[config.mk]
export PLATFORM = sky130hd
export DESIGN_NAME = coreReqRouter_flat
export DESIGN_NICKNAME = d
export VERILOG_FILES = /design/src/rtl/tilePkg.sv /design/src/rtl/fabricIf.sv /design/src/rtl/coreReqRouter.sv /design/src/flat_wrapper.sv
export SDC_FILE = /design/constraint.sdc
export NUM_CORES = 1
export LEC_CHECK = 0
export ABC_AREA = 1
export BUFFER_PORTS_ARGS = -buffer_cell sky130_fd_sc_hd__buf_2
export CELL_PAD_IN_SITES_DETAIL_PLACEMENT = 1
export CELL_PAD_IN_SITES_GLOBAL_PLACEMENT = 1
export CORE_MARGIN = 5
export CORE_UTILIZATION = 14
export DETAILED_ROUTE_END_ITERATION = 16
export GPL_ROUTABILITY_DRIVEN = 0
export PLACE_DENSITY = 0.87
export SKIP_LAST_GASP = 1
export SYNTH_ARGS = -nofsm -noshare
export SYNTH_HDL_FRONTEND = slang
export SYNTH_SLANG_ARGS = --single-unit
[constraint.sdc]
create_clock -name vclk -period 0.8
set_input_delay 0.08 -clock vclk [all_inputs]
set_output_delay 0.08 -clock vclk [all_outputs]
set_load 0.01 [all_outputs]
[src/rtl/tilePkg.sv]
// Tile id 0 always aliases the local tile and both transaction FIFOs share one fixed depth
package tilePkg;

    // ==============================
    // Widths
    // ==============================
    localparam int WordWidth   = 32;
    localparam int AddrWidth   = 32;
    localparam int TileIdWidth = 8;
    localparam int ByteEnWidth = 4;                 // One enable per byte lane
    localparam int OpcodeWidth = 2;
    localparam int TransWidth  = AddrWidth + WordWidth + OpcodeWidth + TileIdWidth; // 74

    // ==============================
    // Address map
    // ==============================
    localparam int TileIdMsb   = 31;                // Target tile field
    localparam int TileIdLsb   = 24;
    localparam int RegionMsb   = 23;                // Memory region field
    localparam int RegionLsb   = 20;
    localparam int IMemAdrsMsb = 11;                // 1K words of instruction memory
    localparam int DMemAdrsMsb = 12;                // 2K words of data memory

    // Transaction FIFO depth
    localparam int FifoDepth = 4;

    // ==============================
    // Vector types
    // ==============================
    typedef logic [WordWidth-1:0]              wordT;
    typedef logic [AddrWidth-1:0]              addrT;
    typedef logic [TileIdWidth-1:0]            tileIdT;
    typedef logic [ByteEnWidth-1:0]            byteEnT;
    typedef logic [OpcodeWidth-1:0]            opcodeT;
    typedef logic [TransWidth-1:0]             transVecT; // {address, data, opcode, requestor}
    typedef logic [RegionMsb-RegionLsb:0]      regionT;
    typedef logic [$clog2(FifoDepth)-1:0]      fifoPtrT;
    typedef logic [$clog2(FifoDepth+1)-1:0]    fifoCntT;  // Holds 0..FifoDepth

    // Opcodes
    localparam opcodeT OpRd    = 2'd0;
    localparam opcodeT OpWr    = 2'd1;
    localparam opcodeT OpRdRsp = 2'd2;

    // Region codes
    localparam regionT IMemRegion = 4'd1;
    localparam regionT DMemRegion = 4'd2;

    localparam tileIdT LocalTileId = 8'd0;          // Alias for own tile

endpackage
[src/rtl/fabricIf.sv]
// One fabric transaction with valid/ready and the move happens only when both are high
interface fabricIf;
    import tilePkg::*;

    logic   Valid;
    logic   Ready;                  // Back-pressure from the sink
    addrT   Address;
    wordT   Data;
    opcodeT Opcode;
    tileIdT RequestorId;            // Tile that issued the request

    // Producer side
    modport source (
        output Valid,
        output Address,
        output Data,
        output Opcode,
        output RequestorId,
        input  Ready
    );

    // Consumer side
    modport sink (
        input  Valid,
        input  Address,
        input  Data,
        input  Opcode,
        input  RequestorId,
        output Ready
    );

endinterface

[src/rtl/coreReqRouter.sv]
// Remote loads are only forwarded and the core never gets their data back
module coreReqRouter (
    input  tilePkg::tileIdT TileId,
    input  tilePkg::addrT   DMemAddressQ103H,
    input  tilePkg::wordT   DMemWrDataQ103H,
    input  logic            DMemWrEnQ103H,
    input  logic            DMemRdEnQ103H,
    input  logic            Stall,
    output logic            LocalWrEn,
    fabricIf.source         ReqOut
);
    import tilePkg::*;

    tileIdT target;
    logic   isLocal;
    logic   access;

    // ==============================
    // Locality check
    // ==============================
    assign target  = DMemAddressQ103H[TileIdMsb:TileIdLsb];
    assign isLocal = (target == LocalTileId) || (target == TileId);
    assign access  = DMemWrEnQ103H || DMemRdEnQ103H;

    // Held stores write once the stall clears
    assign LocalWrEn = DMemWrEnQ103H && isLocal && !Stall;

    // Remote request toward the request FIFO
    assign ReqOut.Valid       = access && !isLocal;
    assign ReqOut.Address     = DMemAddressQ103H;
    assign ReqOut.Data        = DMemWrDataQ103H;
    assign ReqOut.Opcode      = DMemWrEnQ103H ? OpWr : OpRd; // Store wins if both set
    assign ReqOut.RequestorId = TileId;

endmodule

[src/flat_wrapper.sv]
// flat-port wrapper written by rule: the top's interface ports become plain ports
module coreReqRouter_flat import tilePkg::*;
  (TileId, DMemAddressQ103H, DMemWrDataQ103H, DMemWrEnQ103H, DMemRdEnQ103H, Stall, LocalWrEn, ReqOut_Valid, ReqOut_Address, ReqOut_Data, ReqOut_Opcode, ReqOut_RequestorId, ReqOut_Ready);
  fabricIf ReqOut_i ();
  input  tilePkg::tileIdT TileId;
  input  tilePkg::addrT DMemAddressQ103H;
  input  tilePkg::wordT DMemWrDataQ103H;
  input  logic DMemWrEnQ103H;
  input  logic DMemRdEnQ103H;
  input  logic Stall;
  output logic LocalWrEn;
  output wire logic [$bits(ReqOut_i.Valid)-1:0] ReqOut_Valid;
  output wire logic [$bits(ReqOut_i.Address)-1:0] ReqOut_Address;
  output wire logic [$bits(ReqOut_i.Data)-1:0] ReqOut_Data;
  output wire logic [$bits(ReqOut_i.Opcode)-1:0] ReqOut_Opcode;
  output wire logic [$bits(ReqOut_i.RequestorId)-1:0] ReqOut_RequestorId;
  input wire logic [$bits(ReqOut_i.Ready)-1:0] ReqOut_Ready;
  assign ReqOut_Valid = ReqOut_i.Valid;
  assign ReqOut_Address = ReqOut_i.Address;
  assign ReqOut_Data = ReqOut_i.Data;
  assign ReqOut_Opcode = ReqOut_i.Opcode;
  assign ReqOut_RequestorId = ReqOut_i.RequestorId;
  assign ReqOut_i.Ready = ReqOut_Ready;
  coreReqRouter u_core (.TileId(TileId), .DMemAddressQ103H(DMemAddressQ103H), .DMemWrDataQ103H(DMemWrDataQ103H), .DMemWrEnQ103H(DMemWrEnQ103H), .DMemRdEnQ103H(DMemRdEnQ103H), .Stall(Stall), .LocalWrEn(LocalWrEn), .ReqOut(ReqOut_i));
endmodule
; Word-level counts from Yosys, hierarchy flattened
; Cells that the tools add are included.
[totals]
regBits = 0
latch_bits = 0
ram_bits = 0
romBits = 0
input_bits = 76
output_inout_bits = 76
elab_cells = 10
memories = 0
[classes]
add_sub_neg = 0
multipliers = 0
div_mod_pow = 0
magnitude_cmp = 0
eq_ne = 1
shift = 0
mux = 1
bitwise_logic = 0
reduce_logical = 8
[ops]
columns = cell, count
row1 = 8-bit == test, 1
row2 = 8-bit logical NOT, 1
row3 = 1-bit logical AND, 3
row4 = 1-bit logical NOT, 2
row5 = 1-bit logical OR, 2
row6 = 1-bit two-way mux, 1

; Logic depth before layout (Yosys ltp)
; Gate-level depths: netlist of run 1.
[logic_depth]
depth_word = 4
ltp_mapped = 8
ltp_nobuf = 8

; Worst setup path before layout of run 1
; Ideal clock, no wire load.
[synth_timing]
kind = input-to-output
from = input DMemAddressQ103H[25]
to = output LocalWrEn
arrival_time_ps = 584
required_ps = 720
slack_ps = 136
path_stages = 7
path_buffers = 0
cell_sequence = inv_1 nand2_1 nand2_1 nand2_1 nor2_1 nand2_1 a21oi_2
[synth_via]
elab_chain_len = 4
elab_cells_between_ends = 5
classes_between = eq/ne (1) / reduce/logical (4)
[synth_rtl]
columns = element, line_no
row1 = start: declaration, flat_wrapper.sv:6  ; input tilePkg::addrT DMemAddressQ103H;
row2 = 8-bit == test / 8-bit logical NOT (equally long branches), coreReqRouter.sv:22  ; assign isLocal = (target == LocalTileId) || (target == TileId);
row3 = 1-bit logical OR (*), coreReqRouter.sv:22
row4 = 1-bit logical AND (*) (2 in series), coreReqRouter.sv:26  ; assign LocalWrEn = DMemWrEnQ103H && isLocal && !Stall;
row5 = end: declaration, flat_wrapper.sv:11  ; output logic LocalWrEn;
; Every way passes the cells marked *; elsewhere a longest branch is shown, timed or not.

; Final worst setup path of run 1
[layout_timing]
from = input DMemAddressQ103H[28]
to = output ReqOut_Valid
[layout_via]
elab_chain_len = 4
elab_cells_between_ends = 5
classes_between = eq/ne (1) / reduce/logical (4)
[layout_rtl]
columns = element, line_no
row1 = 8-bit == test / 8-bit logical NOT (equally long branches), coreReqRouter.sv:22
row2 = 1-bit logical OR (*), coreReqRouter.sv:22
row3 = 1-bit logical NOT (*), coreReqRouter.sv:29  ; assign ReqOut.Valid = access && !isLocal;
row4 = 1-bit logical AND (*), coreReqRouter.sv:29
row5 = end: declaration, flat_wrapper.sv:12  ; output wire logic [$bits(ReqOut_i.Valid)-1:0] ReqOut_Valid;
; Marks and branches as above.

==> results.cfg, run 1 <==
[critical_path]
path_buf_inv = 3
crit_top_cell = nand2_1
cp-start-kind = input pin
cp_cell_sequence = buf_6 > inv_4 > nand2_1 > nand2_1 > nand2_2 > nor2_4 > nand2_2 > nand2_1 > nor2_2 > buf_2
crit_start = DMemAddressQ103H[28]
slowest_delay_ps = 130
cp.depth = 10
critical_path_class = in2out
path_delay_family = simple AND/OR/NAND/NOR gates
cp.required_ps = 720
cp-end-kind = primary output
crit_arrival_ps = 870
cp_max_fo = 3
worst_path_max_delay_cell = buf_2
cp-endpoint = ReqOut_Valid

[yosys]
yosysSeqAreaShare_pct = 0
syn-num-nets = 197
synthMuxAreaShare_pct = 0
synth_xor_area_share_pct = 3.471
synth_top_family_by_area = buffers and inverters
synth_area_um2 = 757.0
yosys.area_share.simple_pct = 16.03
syn_area_per_cell_um2 = 6.256
synth_compound_gate_area_share_pct = 1.157
synthCells = 121
yosysWarnings = 0
yosysUniqueCellTypes = 9
synth_adder_area_share_pct = 0

[job]
drv_cap = 0

[timing]
final.setup.tns_ps = -295.0
setup_violations = 2
hold_ws_ps = 160.0
final.period_utilization_pct = 118.5
min_period_ps = 947.9
rsz0062_at_grt = true
timing.fmax_ghz = 1.055
worst_slack_ps = -147.9
slew_viol_final = 0
finalHoldViolations = 0

[status]
failed_checks = setup timing
outcome = finished with violations

[drt]
drtIter0Drc = 4
drc = 0
vias = 464
drtPass1Iterations = 2
drt_wl_total_um = 1606
routed_via_density = 2.974
routedWlPerCell_um = 10.29
final_antenna_net_count = 0

[place]
dp.cells = 156
port_buffers = 38
place_hpwl_um = 1383

[hold_path]
hold_depth = 0
min_path_type = in2out

[grt]
antenna_found_initial = 0
grt_pass1_vias = 502
grtUsageTotal_pct = 3.966
grt_start_max_net_pins = 5
overflow = 0
grt_first_pass_wirelength_um = 2339

[cells_and_area]
nFillCells = 647
insertedDiodeCount = 0
multi_input_area_um2 = 216.5
layout-drive-gt1-share_pct = 73.26
final_nets = 164
final_cells = 156
area_growth_pct = -19.83
clock_buffers = 0
seq_cell_count = 0
seq_area_um2 = 0

[clock_network]
cts_setup_buffers = 0

[floorplanning]
initial_core_util_pct = 14.63
die_y_um = 83.53
coreArea_um2 = 5172
ioPinCount = 152
design.die.area_um2 = 6977
die_w_um = 83.53
rows = 26

[power_and_ir_drop]
total_power_uw = 289.2
power_density_nw_per_um2 = 476.6
p_leak_uw = 0.0003265
ir_drop_mv = 0.1031
-- cells by family after synthesis --
family	after synthesis
other	1
AND/OR/NAND/NOR	31
XOR/XNOR	3
AO/OA/AOI/OAI	1
buffers and inverters	85
-- worst min-delay path by stage --
stage,from,end,slack (ps)
floorplan,DMemAddressQ103H[0],ReqOut_Address[0],250
global placement,DMemAddressQ103H[10],ReqOut_Address[10],160
detailed placement,DMemAddressQ103H[10],ReqOut_Address[10],160
CTS,DMemAddressQ103H[10],ReqOut_Address[10],160
global route,DMemAddressQ103H[14],ReqOut_Address[14],160
finish,DMemAddressQ103H[13],ReqOut_Address[13],160
-- where the power goes --
group	internal [uW]	leakage [uW]	switching [uW]
sequential	0	0	0
clock	0	0	0
combinational	141	0.000327	148
-- layout by cell type (no fill, tap or decap) --
master | synthesis | routed
xnor2_2 | 0 | 1
xnor2_1 | 3 | 2
buf_6 | 0 | 9
conb_1 | 1 | 1
nand2_4 | 0 | 1
nor2_4 | 0 | 1
buf_4 | 74 | 2
nor2_1 | 3 | 1
inv_2 | 0 | 8
nor2_2 | 1 | 2
inv_4 | 0 | 2
buf_2 | 0 | 28
inv_1 | 11 | 1
nor3_4 | 0 | 1
a21oi_2 | 1 | 1
nand2_2 | 0 | 6
nor3_2 | 0 | 1
nand2_1 | 25 | 18
-- through the flow --
step	utilization (%)	setup slack, ps	area (um^2)
6_report	11.73	-147.9	606.8
5_1_grt	11.73	-232.3	606.8
4_1_cts	10.33	-164.4	534.3
3_5_place_dp	9.410	-233.5	486.7
3_3_place_gp	9.410	-211.0	486.7
2_1_floorplan	-	135.8	757.0
-- synthesized netlist by cell type (all sizes together) --
cell type | n | share of area (%)
a21oi | 1 | 1.2
buf | 74 | 73
conb | 1 | 0.50
inv | 11 | 5.5
nand2 | 25 | 12
nor2 | 4 | 2.3
nor3 | 2 | 1.3
xnor2 | 3 | 3.5
-- routing by layer --
layer	up-vias	track usage, %	wire length [um]	part of all wire (%)
li1	210	-	-	-
met1	196	3.438	436	27
met2	38	7.070	798	50
met3	20	1.876	265	17
met4	0	2.924	106	6.6
met5	-	0	0	0
-- layout make-up --
| cell class | instances | area share, % |
|---|---|---|
| Timing Repair Buffer | 39 | 42.27 |
| Multi-Input combinational cell | 36 | 35.67 |
| Tap cell | 70 | 14.43 |
| Inverter | 11 | 7.629 |
-- repair_timing --
item / in CTS / in global routing
gates resized for setup: 15 / 27
hold buffers: 0 / 0
pin swaps: 8 / 14
endpoints found under the setup margin: 2 / 2
(Power assumes the default switching activity.)
==> run 2, diff against run 1 <==
--- a/config.mk
+++ b/config.mk
@@ -14,6 +14,7 @@
 export DETAILED_ROUTE_END_ITERATION = 16
 export GPL_ROUTABILITY_DRIVEN = 0
 export PLACE_DENSITY = 0.87
+export SETUP_SLACK_MARGIN = 0.2
 export SKIP_LAST_GASP = 1
 export SYNTH_ARGS = -nofsm -noshare
 export SYNTH_HDL_FRONTEND = slang
==> results.cfg, run 2 (synthesis results as in run 1) <==
[drt]
drtPass1Iterations = 2
routed_via_density = 3.058
routedWlPerCell_um = 10.94
drt_wl_total_um = 1695
vias = 474
drc = 0
drtIter0Drc = 1
final_antenna_net_count = 0

[timing]
timing.fmax_ghz = 1.074
finalHoldViolations = 0
final.setup.tns_ps = -251.0
min_period_ps = 930.9
setup_violations = 2
slew_viol_final = 0
hold_ws_ps = 160.0
worst_slack_ps = -130.9
rsz0062_at_grt = true
final.period_utilization_pct = 116.4

[cells_and_area]
layout-drive-gt1-share_pct = 76.47
insertedDiodeCount = 0
final_nets = 163
seq_area_um2 = 0
seq_cell_count = 0
final_cell_mix = 24 x buf_2, 16 x nand2_1, 11 x buf_6, 9 x nand2_2, 6 x inv_2
clock_buffers = 0
layout_commonest_cell = buf_2
area_growth_pct = -15.04

[job]
drv_cap = 0

[critical_path]
cp_max_fo = 2
cp-end-kind = primary output
cp.required_ps = 720
crit_arrival_ps = 850
cp-start-kind = input pin
critical_path_class = in2out

[floorplanning]
initial_core_util_pct = 14.63
die_w_um = 83.53
coreArea_um2 = 5172
rows = 26
design.die.area_um2 = 6977
die_y_um = 83.53
ioPinCount = 152

[grt]
antenna_found_initial = 0
grt_first_pass_wirelength_um = 2352
grt_pass1_vias = 518
grtUsageTotal_pct = 3.967
grt_start_max_net_pins = 5
overflow = 0

[place]
place_hpwl_um = 1439
port_buffers = 38

[status]
outcome = finished with violations
failed_checks = setup timing

[power_and_ir_drop]
power_density_nw_per_um2 = 478.7
ir_drop_mv = 0.09143
p_leak_uw = 0.0003380
total_power_uw = 307.8

[hold_path]
min_path_type = in2out
-- run 2: cell count changes in the layout (fill, tap and decap cells not counted), moves of 2 or more --
cell     delta
inv_2       -2
xnor2_2     +2
nand2_1     -2
buf_6       +2
buf_8       +2
nand2_2     +3
buf_2       -4
xnor2_1     -2
-- run 2: path summary, 6_finish.rpt --
path                 start  slack (ps)                  to  cells past startpoint
min   DMemAddressQ103H[13]         160  ReqOut_Address[13]                      0
max              TileId[6]        -130           LocalWrEn                      7
-- run 2: where the power goes --
part	internal, uW	total, uW	leakage (uW)	switching, uW
clock	0	0	0	0
combinational	160	308	0.000338	148
sequential	0	0	0	0
total	160	308	0.000338	148
-- run 2: per-layer routing --
metal,wire length [um],vias to the layer above,global-route usage (%)
met4,175,0,3.947
li1,-,213,-
met1,459,203,2.974
met5,0,-,0
met3,237,28,1.678
met2,821,30,7.289
-- run 2: final cells by class --
| type | instances | area [um^2] |
|---|---|---|
| fillers | 628 | 4529 |
| well taps | 70 | 87.58 |
| repair buffers | 38 | 281.5 |
| multi-input cells | 36 | 225.2 |
| inverters | 11 | 48.80 |
-- run 2: metrics by stage --
step           instance area [um^2]  worst slack, ps  util [%]  instances
2_1_floorplan                 764.5            136.1         -        121
3_5_place_dp                  486.7           -269.7     9.410        155
3_3_place_gp                  486.7           -276.2     9.410        155
6_report                      643.1           -130.9     12.43        155
4_1_cts                       545.5           -197.9     10.55        155
5_1_grt                       643.1           -203.8     12.43        155
-- run 2: worst max-delay path, cell delays in order --
cell     delay, ps
buf_6          100
xnor2_2        140
nand2_1         80
nor2_2         120
nand2_2         90
a21oi_2        110
buf_2          130
-- run 2: timing repair --
action | in CTS | in global routing
pin swaps | 9 | 19
cloned | 0 | 0
resized for setup | 16 | 35
buffers inserted | 0 | 0
hold buffers | 0 | 0
setup endpoints to repair | 2 | 2
==> run 3, diff against run 2 <==
--- a/config.mk
+++ b/config.mk
@@ -13,7 +13,7 @@
 export CORE_UTILIZATION = 14
 export DETAILED_ROUTE_END_ITERATION = 16
 export GPL_ROUTABILITY_DRIVEN = 0
-export PLACE_DENSITY = 0.87
+export PLACE_DENSITY_LB_ADDON = 0.1
 export SETUP_SLACK_MARGIN = 0.2
 export SKIP_LAST_GASP = 1
 export SYNTH_ARGS = -nofsm -noshare
==> results.cfg, run 3 (synthesis results as in run 1) <==
[drt]
routedWlPerCell_um = 9.519
routed_via_density = 2.962
drt_wl_total_um = 1504
drc = 0
drtPass1Iterations = 4
final_antenna_net_count = 0
vias = 468
drtIter0Drc = 7

[floorplanning]
rows = 26
design.die.area_um2 = 6977
die_w_um = 83.53
coreArea_um2 = 5172
die_y_um = 83.53
initial_core_util_pct = 14.63
ioPinCount = 152

[timing]
min_period_ps = 913.6
finalHoldViolations = 0
setup_violations = 2
hold_ws_ps = 160.0
worst_slack_ps = -113.6
slew_viol_final = 0
timing.fmax_ghz = 1.095
final.period_utilization_pct = 114.2
rsz0062_at_grt = true

[grt]
grt_start_max_net_pins = 5
grt_first_pass_wirelength_um = 2490
overflow = 0
grtUsageTotal_pct = 4.028
grt_pass1_vias = 548
antenna_found_initial = 0

[cells_and_area]
layout-drive-gt1-share_pct = 63.64
seq_cell_count = 0
insertedDiodeCount = 0
final_nets = 166
seq_area_um2 = 0
area_growth_pct = -20.00
clock_buffers = 0
layout_commonest_cell = buf_2
final_cell_mix = 26 x buf_2, 25 x nand2_1, 11 x buf_6, 8 x inv_2, 4 x buf_4

[critical_path]
crit_start = TileId[3]
cp-start-kind = input pin
cp-endpoint = LocalWrEn
cp-end-kind = primary output
critical_path_class = in2out
cp_cell_sequence = buf_6 > xnor2_2 > nand2_1 > nor2_1 > nand2_1 > a21oi_2 > buf_2
slowest_delay_ps = 140
crit_arrival_ps = 830
crit_top_cell = nand2_1
cp_max_fo = 2
cp.required_ps = 720
worst_path_max_delay_cell = xnor2_2

[power_and_ir_drop]
p_leak_uw = 0.0003423
combPwrFrac_pct = 100.0
ir_drop_mv = 0.09941
power_density_nw_per_um2 = 464.9
swShare_pct = 46.29
p_int_uw = 151.2
p_sw_uw = 130.3
pwr-share-clk_pct = 0
seqPwrFrac_pct = 0

[clock_network]
cts_setup_buffers = 0
hold_buffers = 0

[place]
place_hpwl_um = 1304
port_buffers = 38
pre_cts_ws_ps = -229.0

[hold_path]
min_path_type = in2out

[job]
drv_cap = 0

[status]
failed_checks = setup timing
outcome = finished with violations
## run 3: changes by cell type in the layout (fill, tap and decap cells not counted), sizes merged
cell and change:
buf +3
## run 3: stage by stage
stage	instance area, um^2	total power (uW)	setup TNS (ps)	cells	utilization, %
2_1_floorplan	764.5	446.5	0	121	-
3_3_place_gp	509.2	234.5	-461.2	158	9.845
3_5_place_dp	509.2	235.4	-440.8	158	9.845
4_1_cts	605.6	288.3	-273.1	158	11.71
5_1_grt	605.6	313.3	-444.6	158	11.71
6_report	605.6	281.6	-224.4	158	11.71
## run 3: worst min path at each step
stage                              from           endpoint  slack, ps  cells past startpoint
finish              DMemAddressQ103H[0]  ReqOut_Address[0]        160                      0
global route        DMemAddressQ103H[1]  ReqOut_Address[1]        160                      0
CTS                 DMemAddressQ103H[9]  ReqOut_Address[9]        160                      0
detailed placement  DMemAddressQ103H[9]  ReqOut_Address[9]        160                      0
global placement    DMemAddressQ103H[9]  ReqOut_Address[9]        160                      0
floorplan           DMemAddressQ103H[0]  ReqOut_Address[0]        250                      1
## run 3: worst max-delay path: cells and delay by family
kind	cells	cell delay [ps]
compound gates	1	110
xor+xnor	1	140
buf+inv	2	240
simple gates	3	270
## run 3: metal layers
metal  GRT usage (%)  share of wire (%)  vias to the layer above
met5               0                  0                        -
met4           2.047                3.8                        0
met3           2.073                 16                       16
met2           7.143                 49                       44
met1           3.790                 31                      194
li1                -                  -                      214
## run 3: layout make-up
class	count	area (um^2)
timing repair buffer	41	284.0
multi-input combinational	36	192.7
inverter	11	41.29
fill	644	4567
tap	70	87.58
## run 3: power groups by stage
stage               clock network, uW  logic, uW  registers [uW]
detailed placement                  0        235               0
CTS                                 0        288               0
finish                              0        282               0
global placement                    0        234               0
floorplan                           0        447               0
global route                        0        313               0
## run 3: timing repair
item                                    4_1_cts  5_1_grt
gates resized for setup                      25        0
pin swaps                                     7        0
cloned                                        0        0
endpoints found under the setup margin        2        2
